==> src/verilog/periph_pkg.sv <==
package periph_pkg;

	// bus widths
	localparam int ADR_W = 6, DAT_W = 32;

	localparam int PWM_W  = 10;
	localparam int WDG_W  = 26;  // watchdog count, written from bits 26:1
	localparam int FAN_W  = 27;
	localparam int SEC_W  = 6;   // timer seconds
	localparam int GPIO_W = 16;

	localparam int SHIFT_HALF  = 4;  // clocks per SHCP half period
	localparam int SHIFT_DIV_W = (SHIFT_HALF > 1) ? $clog2(SHIFT_HALF) : 1;
	localparam logic [SHIFT_DIV_W-1:0] SHIFT_DIV_LAST = SHIFT_DIV_W'(SHIFT_HALF - 1);

	localparam int SEC_TICK_CYCLES = 50_000_000;
	localparam logic [GPIO_W-1:0] GPIO_RESET = 16'h8800;

	//--------------------------------------------------------------------------
	// register map, byte offsets
	//--------------------------------------------------------------------------
	typedef enum logic [ADR_W-1:0] {
		PWMC = 6'h00,
		WDG  = 6'h04,
		SFT  = 6'h08,
		SFTB = 6'h0c,
		FAN0 = 6'h10,
		FAN1 = 6'h14,
		TIME = 6'h18,
		GPIO = 6'h1c
	} reg_addr_e;

	typedef enum logic [1:0] {
		SFT_CLEAR = 2'd0,  // pulse MR_N
		SFT_SHIFT = 2'd1,  // shift 8 bits out
		SFT_LATCH = 2'd2,  // pulse STCP
		SFT_OE    = 2'd3   // load OE_N
	} sft_cmd_e;

	typedef struct packed {
		logic             stb;
		logic             we;
		logic [ADR_W-1:0] adr;
		logic [DAT_W-1:0] dat;
	} wb_req_t;

	typedef struct packed {
		sft_cmd_e   cmd;
		logic       oen;
		logic [7:0] data;
	} sft_req_t;

	typedef struct packed {
		logic shcp;
		logic ds;
		logic stcp;
		logic mr_n;
		logic oe_n;
	} hc595_pins_t;

	typedef struct packed {
		logic             wr;
		logic [DAT_W-1:0] dat;
	} tim_ctrl_t;

	typedef struct packed {
		logic             done1;
		logic             mask1;
		logic [SEC_W-1:0] cnt1;
		logic             done0;
		logic             mask0;
		logic [SEC_W-1:0] cnt0;
	} tim_stat_t;

endpackage

==> src/verilog/periph_regs.sv <==
`timescale 1ns/1ps

module periph_regs import periph_pkg::*; (
	input  logic              CLK_I,
	input  logic              RST_I,

	input  wb_req_t           req,
	output logic              ack,
	output logic [DAT_W-1:0]  dat_o,

	// shift engines
	output logic              sft_start_a,
	output logic              sft_start_b,
	output sft_req_t          sft_req,
	input  logic              sft_done_a,
	input  logic              sft_done_b,
	input  logic              sft_oen_a,
	input  logic              sft_oen_b,

	input  logic [FAN_W-1:0]  fan0,
	input  logic [FAN_W-1:0]  fan1,

	output tim_ctrl_t         tim_ctrl,
	input  tim_stat_t         tim_stat,

	output logic              pwm,
	output logic              watch_dog,
	output logic [GPIO_W-1:0] gpio_out,
	input  logic [GPIO_W-1:0] gpio_in
);

	logic acc;
	logic wr;
	logic pwm_wr;
	logic wdg_wr;
	logic sft_wr;
	logic sftb_wr;
	logic time_wr;
	logic gpio_wr;
	reg_addr_e rd_sel;

	logic [PWM_W-1:0] pwm_duty;
	logic [PWM_W-1:0] pwm_cnt;
	logic wdg_en;
	logic [WDG_W-1:0] wdg_cnt;
	logic [1:0] sft_done_r;     // {b, a}
	logic [GPIO_W-1:0] gpio_in_r;

	//--------------------------------------------------------------------------
	// bus ack and decode
	//--------------------------------------------------------------------------
	always_ff @(posedge CLK_I or posedge RST_I) begin
		if (RST_I)
			ack <= 1'b0;
		else
			ack <= req.stb && !ack;
	end

	assign acc = req.stb && !ack;  // one decode cycle per access
	assign wr  = acc && req.we;

	assign pwm_wr  = wr && (req.adr == PWMC);
	assign wdg_wr  = wr && (req.adr == WDG);
	assign sft_wr  = wr && (req.adr == SFT);
	assign sftb_wr = wr && (req.adr == SFTB);
	assign time_wr = wr && (req.adr == TIME);
	assign gpio_wr = wr && (req.adr == GPIO);

	// PWM
	always_ff @(posedge CLK_I or posedge RST_I) begin
		if (RST_I) begin
			pwm_duty <= '0;
			pwm_cnt  <= '0;
		end else begin
			pwm_cnt <= pwm_cnt + 1'b1;  // free running
			if (pwm_wr)
				pwm_duty <= req.dat[PWM_W-1:0];
		end
	end

	assign pwm = (pwm_cnt <= pwm_duty);

	//--------------------------------------------------------------------------
	// watchdog
	//--------------------------------------------------------------------------
	always_ff @(posedge CLK_I or posedge RST_I) begin
		if (RST_I) begin
			wdg_en  <= 1'b0;
			wdg_cnt <= '0;
		end else begin
			if (wdg_wr)
				wdg_en <= req.dat[0];
			// reload only when enabled or being enabled
			if (wdg_wr && (wdg_en || req.dat[0]))
				wdg_cnt <= req.dat[WDG_W:1];
			else if (wdg_cnt != '0)
				wdg_cnt <= wdg_cnt - 1'b1;
		end
	end

	assign watch_dog = wdg_en && (wdg_cnt == WDG_W'(2) || wdg_cnt == WDG_W'(1));

	// one request word for both engines
	assign sft_start_a = sft_wr;
	assign sft_start_b = sftb_wr;
	assign sft_req = '{cmd: sft_cmd_e'(req.dat[1:0]), oen: req.dat[2], data: req.dat[15:8]};

	always_ff @(posedge CLK_I or posedge RST_I) begin
		if (RST_I)
			sft_done_r <= 2'b00;
		else  // write clears, done pulse sets
			sft_done_r <= (sft_done_r | {sft_done_b, sft_done_a}) & ~{sftb_wr, sft_wr};
	end

	assign tim_ctrl = '{wr: time_wr, dat: req.dat};

	// GPIO
	always_ff @(posedge CLK_I or posedge RST_I) begin
		if (RST_I)
			gpio_out <= GPIO_RESET;
		else if (gpio_wr)
			gpio_out <= req.dat[GPIO_W-1:0];
	end

	always_ff @(posedge CLK_I)
		gpio_in_r <= gpio_in;

	//--------------------------------------------------------------------------
	// read back
	//--------------------------------------------------------------------------
	always_ff @(posedge CLK_I or posedge RST_I) begin
		if (RST_I)
			rd_sel <= PWMC;
		else if (acc && !req.we)
			rd_sel <= reg_addr_e'(req.adr);
	end

	always_comb begin
		case (rd_sel)
			PWMC:    dat_o = {{(DAT_W-PWM_W){1'b0}}, pwm_duty};
			WDG:     dat_o = {5'b0, wdg_cnt, wdg_en};
			SFT:     dat_o = {28'b0, sft_done_r[0], sft_oen_a, 2'b0};
			SFTB:    dat_o = {28'b0, sft_done_r[1], sft_oen_b, 2'b0};
			FAN0:    dat_o = {{(DAT_W-FAN_W){1'b0}}, fan0};
			FAN1:    dat_o = {{(DAT_W-FAN_W){1'b0}}, fan1};
			TIME:    dat_o = {7'b0, tim_stat.done1, tim_stat.cnt1, tim_stat.mask1, 1'b0,
			                  7'b0, tim_stat.done0, tim_stat.cnt0, tim_stat.mask0, 1'b0};
			GPIO:    dat_o = {gpio_in_r, gpio_out};
			default: dat_o = '0;
		endcase
	end

	// each start is answered by a single-cycle done pulse
	done_pulse_a: assert property (@(posedge CLK_I) disable iff (RST_I)
		sft_done_a |=> !sft_done_a);

	done_pulse_b: assert property (@(posedge CLK_I) disable iff (RST_I)
		sft_done_b |=> !sft_done_b);

endmodule

==> src/verilog/hc595_shift.sv <==
`timescale 1ns/1ps

module hc595_shift import periph_pkg::*; (
	input  logic        CLK_I,
	input  logic        RST_I,
	input  logic        start,
	input  sft_req_t    req,
	output logic        done,
	output hc595_pins_t pins
);

	typedef enum logic [1:0] {
		ST_IDLE,
		ST_CLEAR,
		ST_SHIFT,
		ST_LATCH
	} state_e;

	state_e state;
	logic [SHIFT_DIV_W-1:0] div;
	logic [3:0] half;          // half periods done in this command
	logic [3:0] last_half;
	logic [7:0] sreg;          // MSB drives DS
	logic shcp;
	logic stcp;
	logic mr_n;
	logic oe_n;

	assign last_half = (state == ST_SHIFT) ? 4'd15 : 4'd1;

	//--------------------------------------------------------------------------
	// sequencer
	//--------------------------------------------------------------------------
	always_ff @(posedge CLK_I or posedge RST_I) begin
		if (RST_I) begin
			state <= ST_IDLE;
			div   <= '0;
			half  <= '0;
			sreg  <= '0;
			shcp  <= 1'b0;
			stcp  <= 1'b0;
			mr_n  <= 1'b1;
			oe_n  <= 1'b1;
			done  <= 1'b0;
		end else begin
			done <= 1'b0;
			if (state == ST_IDLE) begin
				if (start) begin
					div  <= '0;
					half <= '0;
					unique case (req.cmd)
						SFT_CLEAR: begin
							state <= ST_CLEAR;
							mr_n  <= 1'b0;
						end
						SFT_SHIFT: begin
							state <= ST_SHIFT;
							sreg  <= req.data;
						end
						SFT_LATCH: begin
							state <= ST_LATCH;
							stcp  <= 1'b1;
						end
						SFT_OE: begin
							// latch timing, STCP stays low
							state <= ST_LATCH;
							oe_n  <= req.oen;
						end
					endcase
				end
			end else if (div != SHIFT_DIV_LAST) begin
				div <= div + 1'b1;
			end else begin
				// end of a half period
				div  <= '0;
				half <= half + 1'b1;
				mr_n <= 1'b1;
				stcp <= 1'b0;
				if (state == ST_SHIFT) begin
					shcp <= ~half[0];  // rises after the low half
					if (half[0])
						sreg <= {sreg[6:0], 1'b0};
				end
				if (half == last_half) begin
					state <= ST_IDLE;
					done  <= 1'b1;
				end
			end
		end
	end

	assign pins = '{shcp: shcp, ds: sreg[7], stcp: stcp, mr_n: mr_n, oe_n: oe_n};

	// register block must wait for done before the next command
	no_start_busy: assert property (@(posedge CLK_I) disable iff (RST_I)
		start |-> state == ST_IDLE);

	no_stcp_shcp: assert property (@(posedge CLK_I) disable iff (RST_I)
		!(pins.stcp && pins.shcp));

endmodule

==> src/verilog/fan_tach.sv <==
`timescale 1ns/1ps

module fan_tach import periph_pkg::*; (
	input  logic             CLK_I,
	input  logic             RST_I,
	input  logic             tick,
	input  logic [1:0]       fan_in,
	output logic [FAN_W-1:0] fan0,
	output logic [FAN_W-1:0] fan1
);

	logic [2:0]       sync [2];   // bit 0 is the first stage
	logic [FAN_W-1:0] cnt  [2];
	logic [FAN_W-1:0] held [2];
	logic [1:0]       fall;

	//--------------------------------------------------------------------------
	// input synchronizers
	//--------------------------------------------------------------------------
	always_ff @(posedge CLK_I or posedge RST_I) begin
		if (RST_I) begin
			sync[0] <= '0;
			sync[1] <= '0;
		end else begin
			sync[0] <= {sync[0][1:0], fan_in[0]};
			sync[1] <= {sync[1][1:0], fan_in[1]};
		end
	end

	assign fall[0] = sync[0][2] && !sync[0][1];
	assign fall[1] = sync[1][2] && !sync[1][1];

	// edge counters latched and restarted every tick
	always_ff @(posedge CLK_I or posedge RST_I) begin
		if (RST_I) begin
			for (int i = 0; i < 2; i++) begin
				cnt[i]  <= '0;
				held[i] <= '0;
			end
		end else begin
			for (int i = 0; i < 2; i++) begin
				if (tick) begin
					held[i] <= cnt[i];
					cnt[i]  <= {{(FAN_W-1){1'b0}}, fall[i]};  // keep an edge on the tick
				end else if (fall[i]) begin
					cnt[i] <= cnt[i] + 1'b1;
				end
			end
		end
	end

	assign fan0 = held[0];
	assign fan1 = held[1];

endmodule

==> src/verilog/sec_timer.sv <==
`timescale 1ns/1ps

module sec_timer import periph_pkg::*; #(
	parameter int TICK_PERIOD = SEC_TICK_CYCLES
) (
	input  logic      CLK_I,
	input  logic      RST_I,
	input  tim_ctrl_t ctrl,
	output logic      tick,
	output tim_stat_t stat,
	output logic      int0,
	output logic      int1
);

	logic [31:0]      tick_cnt;
	logic [SEC_W-1:0] cnt  [2];
	logic [1:0]       done;
	logic [1:0]       mask;
	logic [1:0]       load;

	//--------------------------------------------------------------------------
	// one second tick
	//--------------------------------------------------------------------------
	always_ff @(posedge CLK_I or posedge RST_I) begin
		if (RST_I)
			tick_cnt <= '0;
		else if (tick)
			tick_cnt <= '0;
		else
			tick_cnt <= tick_cnt + 1'b1;
	end

	assign tick = (tick_cnt == 32'(TICK_PERIOD));

	// timer 0 owns bits 15:0, timer 1 bits 31:16
	assign load = {ctrl.wr && ctrl.dat[16], ctrl.wr && ctrl.dat[0]};

	always_ff @(posedge CLK_I or posedge RST_I) begin
		if (RST_I) begin
			for (int i = 0; i < 2; i++)
				cnt[i] <= '0;
			done <= 2'b00;
			mask <= 2'b11;
		end else begin
			for (int i = 0; i < 2; i++) begin
				if (ctrl.wr)
					mask[i] <= ctrl.dat[16*i+1];
				if (load[i])
					cnt[i] <= ctrl.dat[16*i+2 +: SEC_W];
				else if (tick && cnt[i] != '0)
					cnt[i] <= cnt[i] - 1'b1;
				// expiry wins over a clear in the same cycle
				if (tick && cnt[i] == SEC_W'(1) && !load[i])
					done[i] <= 1'b1;
				else if (ctrl.wr && ctrl.dat[16*i+8])
					done[i] <= 1'b0;
			end
		end
	end

	assign int0 = done[0] && !mask[0];
	assign int1 = done[1] && !mask[1];

	assign stat = '{done1: done[1], mask1: mask[1], cnt1: cnt[1],
	                done0: done[0], mask0: mask[0], cnt0: cnt[0]};

	// interrupt only rises with done, right after an expiry tick or an unmask write
	int0_src: assert property (@(posedge CLK_I) disable iff (RST_I)
		$rose(int0) |-> stat.done0 && ($past(tick) || $past(ctrl.wr)));

	int1_src: assert property (@(posedge CLK_I) disable iff (RST_I)
		$rose(int1) |-> stat.done1 && ($past(tick) || $past(ctrl.wr)));

endmodule

==> src/verilog/periph_top.sv <==
`timescale 1ns/1ps

module periph_top import periph_pkg::*; #(
	parameter int TICK_PERIOD = SEC_TICK_CYCLES
) (
	input  logic              CLK_I,
	input  logic              RST_I,

	// wishbone slave
	input  logic              wb_stb,
	input  logic              wb_we,
	input  logic [ADR_W-1:0]  wb_adr,
	input  logic [DAT_W-1:0]  wb_dat_i,
	output logic              wb_ack,
	output logic [DAT_W-1:0]  wb_dat_o,

	output logic              pwm,
	output logic              watch_dog,
	output hc595_pins_t       sft_a,
	output hc595_pins_t       sft_b,
	input  logic [1:0]        fan_in,
	output logic              time0_int,
	output logic              time1_int,
	output logic [GPIO_W-1:0] gpio_out,
	input  logic [GPIO_W-1:0] gpio_in
);

	wb_req_t          req;
	sft_req_t         sft_req;
	logic             sft_start_a;
	logic             sft_start_b;
	logic             sft_done_a;
	logic             sft_done_b;
	tim_ctrl_t        tim_ctrl;
	tim_stat_t        tim_stat;
	logic             tick;
	logic [FAN_W-1:0] fan0;
	logic [FAN_W-1:0] fan1;

	assign req = '{stb: wb_stb, we: wb_we, adr: wb_adr, dat: wb_dat_i};

	periph_regs i_regs (
		.CLK_I, .RST_I, .req,
		.ack (wb_ack), .dat_o (wb_dat_o),
		.sft_start_a, .sft_start_b, .sft_req,
		.sft_done_a, .sft_done_b,
		.sft_oen_a (sft_a.oe_n), .sft_oen_b (sft_b.oe_n),
		.fan0, .fan1, .tim_ctrl, .tim_stat,
		.pwm, .watch_dog, .gpio_out, .gpio_in
	);

	hc595_shift i_sft_a (.CLK_I, .RST_I, .start (sft_start_a), .req (sft_req),
		.done (sft_done_a), .pins (sft_a));

	hc595_shift i_sft_b (.CLK_I, .RST_I, .start (sft_start_b), .req (sft_req),
		.done (sft_done_b), .pins (sft_b));

	fan_tach i_tach (.CLK_I, .RST_I, .tick, .fan_in, .fan0, .fan1);

	sec_timer #(.TICK_PERIOD (TICK_PERIOD)) i_timer (
		.CLK_I, .RST_I, .ctrl (tim_ctrl), .tick, .stat (tim_stat),
		.int0 (time0_int), .int1 (time1_int)
	);

endmodule

==> config.mk <==
export PLATFORM = sky130hd
export DESIGN_NAME = periph_top
export DESIGN_NICKNAME = d
export VERILOG_FILES = /design/src/verilog/periph_pkg.sv /design/src/verilog/periph_regs.sv /design/src/verilog/hc595_shift.sv /design/src/verilog/fan_tach.sv /design/src/verilog/sec_timer.sv /design/src/verilog/periph_top.sv
export SDC_FILE = /design/constraint.sdc
export NUM_CORES = 1
export LEC_CHECK = 0
export BUFFER_PORTS_ARGS = -buffer_cell sky130_fd_sc_hd__buf_2
export CAP_MARGIN = 10
export CORE_MARGIN = 1
export CORE_UTILIZATION = 60
export DETAILED_ROUTE_END_ITERATION = 8
export PLACE_DENSITY = 0.86
export SKIP_CTS_REPAIR_TIMING = 1
export SKIP_LAST_GASP = 1
export SYNTH_ARGS = -nofsm -noshare
export SYNTH_HDL_FRONTEND = slang
export SYNTH_SLANG_ARGS = --single-unit
==> constraint.sdc <==
create_clock -name CLK_I -period 19.4 [get_ports CLK_I]
set_clock_uncertainty 0.1 [all_clocks]
set_input_delay 4.85 -clock CLK_I [delete_from_list [all_inputs] [get_ports CLK_I]]
set_output_delay 4.85 -clock CLK_I [all_outputs]
set_load 0.05 [all_outputs]
# --- After elaboration in Yosys (flattened, before gate mapping) ---
# Cells that the tools add are included.
word_totals:
  regBits: 292
  input_bits: 60
  output_inout_bits: 63
  word_cells: 237
op_classes:
  addsub: 11
  n_lt_le_gt_ge: 1
  n_eq_ne: 36
  muxes: 70
  n_bitwise: 9
  reduce_logical: 71
ops:
  columns: ["operator", "n"]
  rows:
  - ["32-bit case mux with 8 select lines", 1]
  - ["27-bit two-way mux", 4]
  - ["8-bit two-way mux", 11]
  - ["27-bit by 1-bit adder with 27-bit output (second input constant)", 2]
  - ["26-bit two-way mux", 2]
  - ["6-bit by 5-bit equality test with 1-bit output (second input constant)", 6]
  - ["32-bit by 1-bit adder with 32-bit output (second input constant)", 1]
  - ["32-bit by 26-bit equality test with 1-bit output (second input constant)", 1]
  - ["32-bit two-way mux", 1]
  - ["4-bit two-way mux", 8]
  - ["3-bit AND reduction", 10]
  - ["2-bit two-way mux", 14]
  - ["26-bit by 1-bit equality test with 1-bit output (second input constant)", 1]
  - ["26-bit by 2-bit equality test with 1-bit output (second input constant)", 1]
  - ["2-bit nonzero test", 13]
  - ["26-bit nonzero test", 1]
  - ["26-bit by 1-bit subtractor with 26-bit output (second input constant)", 1]
  - ["1-bit logical AND", 25]
  - ["6-bit by 4-bit equality test with 1-bit output (second input constant)", 4]
  - ["1-bit two-way mux", 24]
  - ["6-bit two-way mux", 4]
  - ["2-bit inequality test (second input constant)", 10]
  - ["6-bit by 1-bit equality test with 1-bit output (second input constant)", 2]
  - ["6-bit by 3-bit equality test with 1-bit output (second input constant)", 2]
  - ["22 further kinds", 49]

# --- Longest topological paths before layout ---
depth:
  depth_word: 8
  mapped_depth: 10
  mapped_depth_nobuf: 7

# --- Cells and area by module ---
# A second synthesis with hierarchy kept.
hier_totals:
  hier_cells: 1391
  area_unflattened_um2: 14934.3
by_module_without_submodules:
  columns: ["mod", "n_inst", "cells_each", "area_per_inst_um2"]
  rows:
  - ["periph_regs", 1, 533, 5146.2]
  - ["fan_tach", 1, 409, 4977.3]
  - ["sec_timer", 1, 263, 2573.7]
  - ["hc595_shift", 2, 93, 1118.6]

# --- Least setup slack after synthesis ---
# OpenSTA, ideal clock, no wires.
synth_path:
  kind: "register -> output"
  from: "register i_regs.rd_sel[4]"
  to: "output port wb_dat_o[9]"
  arrival_ps: 2412
  path_slack_ps: 12038
  path_stages_with_launch: 7
  n_path_buf: 2
  cell_sequence: "dfrtp_1 > clkbuf_1 > buf_1 > mux2i_1 > nor2_1 > a21oi_1 > o21ai_0"
synth_via:
  elab_chain_cells: 2
  word_cells_on_any_way: 9
  cone_classes: "eq/ne (7); mux (1); reduce/logical (1)"
synth_lines:
  columns: ["element", "line_no", "rtl"]
  rows:
  - ["from (decl)", "periph_regs.sv:40", "reg_addr_e rd_sel;"]
  - ["from (signal assigned)", "periph_regs.sv:135", "rd_sel <= reg_addr_e'(req.adr);"]
  - ["6-bit by 5-bit equality test with 1-bit output, or another cell as far along", "periph_regs.sv:139", "case (rd_sel)"]
  - ["32-bit case mux with 8 select lines *", "periph_regs.sv:139", null]
  - ["to (decl)", "periph_top.sv:15", "output logic [DAT_W-1:0] wb_dat_o,"]
# Every way passes the cells marked *; elsewhere a longest branch is shown, timed or not.

# --- Worst setup path in the final report ---
layout_path:
  from: "register i_regs.rd_sel[4]"
  to: "output port wb_dat_o[0]"
# Same word-level chain as after synthesis.

==> run_results.csv <==
group,metric,value,unit
run_status,status,"complete, no violations",
final_layout,syn_to_final_growth,11.72,%
timing,relSlewSlack,8.445,%
logic_synthesis,synthFlopType,"dfrtp_1",
grt,busiest_layer,"met2",
logic_synthesis,syn_area,14080,µm²
setup_path,cp-end-kind,"primary output",
power,ir_worst_vdd,55.13,µV
power,sw_frac_of_total,29.51,%
logic_synthesis,synth_largest_area_cell,"dfrtp_1",
timing,final_hold_viol_count,0,
clock_tree,clkTransAtPathRegs,0.06,ns
floorplan,initial_core_util,61.62,%
logic_synthesis,ys_seq_area_share,51.41,%
setup_path,required,14.45,ns
grt,grt_pass1_vias,11020,
floorplan,dieArea,24080,µm²
final_layout,drive_above_1_share,14.77,%
placed_design,gp_congestion,0.9011,
logic_synthesis,synth_cell_types,72,
timing,period_share,43.98,%
timing,tightestPinTransition,1.363,ns
grt,met3_usage,4.123,%
flow_run,cap_violations,0,
power,p_int,1.078,mW
setup_path,critPathTopFamily,"simple AND/OR/NAND/NOR gates",
floorplan,coreArea,22850,µm²
timing,fmax,0.1172,GHz
clock_tree,htree_levels,1,
logic_synthesis,ys_ff_latch,292,
power,p_comb_share,15.3,%
setup_path,cp_slowest_cell,"nor2_2",
power,clkPwrFrac,35.9,%
timing,fin_crit,8.531,ns
power,power.density,97.25,nW/µm²
detailed_routing,drc,0,
final_layout,antenna_cells,0,
grt,grt_use_met1,40.44,%
clock_tree,clockRootBuffer,"clkbuf_16",
logic_synthesis,syn_area_per_cell,9.675,µm²
min_path,hp-class,"flip-flop to flip-flop",
power,p_leak,7.369,nW
power,power_frac_seq,48.7,%
placed_design,hpwl,23830,µm
timing,finalWorstSetupSlack,10.87,ns
detailed_routing,first_pass_iters,5,
setup_path,path_cells,"nand2b_1 > nor2_2 > a22oi_1 > o21ai_0 > buf_2",
logic_synthesis,async_reset_ff_share,94.52,%
setup_path,worst-setup-path-type,"flip-flop to primary output",
logic_synthesis,synth_top_area_share,47.64,%
timing,setup_viol,0,
grt,antenna_found_initial,0,
detailed_routing,drt_iter0_markers,1152,
setup_path,start_kind,"flip-flop",
timing,tns,0,ns
detailed_routing,drt_wl_total,34890,µm
grt,grt_usage,29.46,%
clock_tree,clock-sinks,292,
floorplan,die_width,155.2,µm
floorplan,fp-row-count,55,
timing,rsz0062_at_grt,"false",
logic_synthesis,syn-num-nets,1543,
power,net-switching-power,451.3,µW
placed_design,pre_cts_ws,11.51,ns
detailed_routing,wl_per_cell,18.59,µm
grt,grt_max_degree,121,
detailed_routing,vias,11390,
detailed_routing,ant_nets,0,
setup_path,critPathBufInv,1,
final_layout,final_nets,1629,
grt,grt_pass1_wl,56510,µm
timing,drv_slew,0,
floorplan,ios,123,
detailed_routing,vias_per_cell,6.066,
grt,grt_remaining_overflow,0,
clock_tree,cts_tree,"done",
logic_synthesis,yosys_warnings,0,
clock_tree,clock_path_buffers,3,
logic_synthesis,synth_edf_count,0,
logic_synthesis,synthesis.instances,1455,
setup_path,cpPeakStageDelay,0.98,ns
setup_path,cp_max_fo,25,
placed_design,io_buffer_count,117,
clock_tree,clock_latency,0.56,ns
logic_synthesis,yosys-top-cells-area,"dfrtp_1, nand2_1, xnor2_1",
floorplan,dieHeight,155.2,µm
grt,met2_usage,48.11,%
clock_tree,cts-buffers-inserted,29,
setup_path,worstPathArrival,3.58,ns
-- final cells by class --
cell class              instances  area [µm²]
well taps                     313       391.6
multi-input cells            1059        6392
clock buffers                  44       822.0
inverters                      34       135.1
flip-flops and latches        292        7237
repair buffers                125       645.6
fillers                      1703        7119
clock inverters                10       103.9
-- synthesized netlist by cell type (3+ instances only) --
cell	instances
dfstp_2	8
buf_4	10
nor2_1	132
o2bb2ai_1	5
o22ai_1	6
xor2_1	35
nand2_1	271
o31ai_1	4
o21ai_0	76
nand2b_1	4
and4_1	13
nor2b_1	17
o21ai_1	3
nand4_1	23
dfrtp_1	268
and2_1	15
nand3_1	54
ha_1	28
or3_1	18
clkbuf_1	37
a22oi_1	50
or4_1	8
nor4_1	20
buf_6	3
a21oi_1	46
mux2_2	32
a31oi_1	4
o211ai_1	4
buf_1	6
buf_2	13
inv_1	34
mux2i_1	29
xnor2_1	69
dfxtp_1	16
and3_1	16
nor3_1	29
-- metal layers --
metal	wire length (µm)	vias to the layer above
met3	2769	116
met2	16600	508
met4	1186	0
li1	-	5196
met1	14340	5565
met5	0	-
-- flip-flops by register name (all words and copies together) (netlist names), 12 cells and up --
name,cells
i_regs.wdg_cnt,26
i_timer.tick_cnt,32
i_tach.fan1,27
i_tach.fan0,27
i_timer.stat,12
i_tach.cnt,54
i_regs.gpio_in_r,16
i_regs.gpio_out,16
-- placed cells by master, fill, tap and decap left out, types with 23 or more instances in the layout --
| cell | synthesis | layout |
|---|---|---|
| dfrtp_1 | 268 | 268 |
| ha_1 | 28 | 28 |
| nand3_1 | 54 | 54 |
| inv_1 | 34 | 33 |
| buf_2 | 13 | 117 |
| nand2_1 | 271 | 271 |
| mux2i_1 | 29 | 29 |
| clkbuf_16 | 0 | 29 |
| nor3_1 | 29 | 28 |
| o21ai_0 | 76 | 76 |
| xnor2_1 | 69 | 69 |
| a22oi_1 | 50 | 50 |
| nor2_1 | 132 | 129 |
| xor2_1 | 35 | 35 |
| mux2_2 | 32 | 32 |
| a21oi_1 | 46 | 46 |
| nand4_1 | 23 | 23 |
-- power groups by stage --
stage	registers (mW)	logic (mW)	clock network [mW]
3_5_place_dp	0.753	0.229	0
6_report	0.746	0.235	0.549
2_1_floorplan	0.736	0.184	0
3_3_place_gp	0.747	0.218	0
4_1_cts	0.743	0.233	0.557
5_1_grt	0.753	0.258	0.579
-- cells by family (layout without fill, tap and decap cells) --
family	after synthesis	count (layout)	synth area share [%]
and+or+nand+nor	649	649	22.17
DFF	292	292	51.41
AOI/OAI and AO/OA	217	217	9.519
xor gates and xnor gates	104	104	6.471
buffers and inverters	104	213	3.324
muxes	61	61	4.622
adders and majority gates	28	28	2.489
-- through the flow --
stage	total power [mW]	instances	cell area, µm²	hold WS, ns	util [%]
CTS	1.533	1877	15730	0.2488	68.84
global placement	0.9657	1823	14800	0.2355	64.79
detailed placement	0.9814	1823	14800	0.2347	64.79
floorplan	0.9194	1455	14080	0.2312	-
global route	1.591	1877	15730	0.2542	68.84
finish	1.530	1877	15730	0.2476	68.84
-- path summary, 6_finish.rpt --
kind                                startpoint              end  slack (ns)  depth (start not counted)
max reg2reg                i_timer.tick_cnt[0]  i_timer.stat[4]       15.84                          8
min                             i_tach.sync[3]   i_tach.sync[4]        0.25                          0
max                           i_regs.rd_sel[4]      wb_dat_o[0]       10.87                          5
min reg2reg                     i_tach.sync[3]   i_tach.sync[4]        0.25                          0
max in group asynchronous                RST_I   i_tach.fan0[8]       13.29                          3
min in group asynchronous                RST_I   i_tach.fan1[1]        4.37                          2
Note: power is estimated with default switching activity, not from simulation.
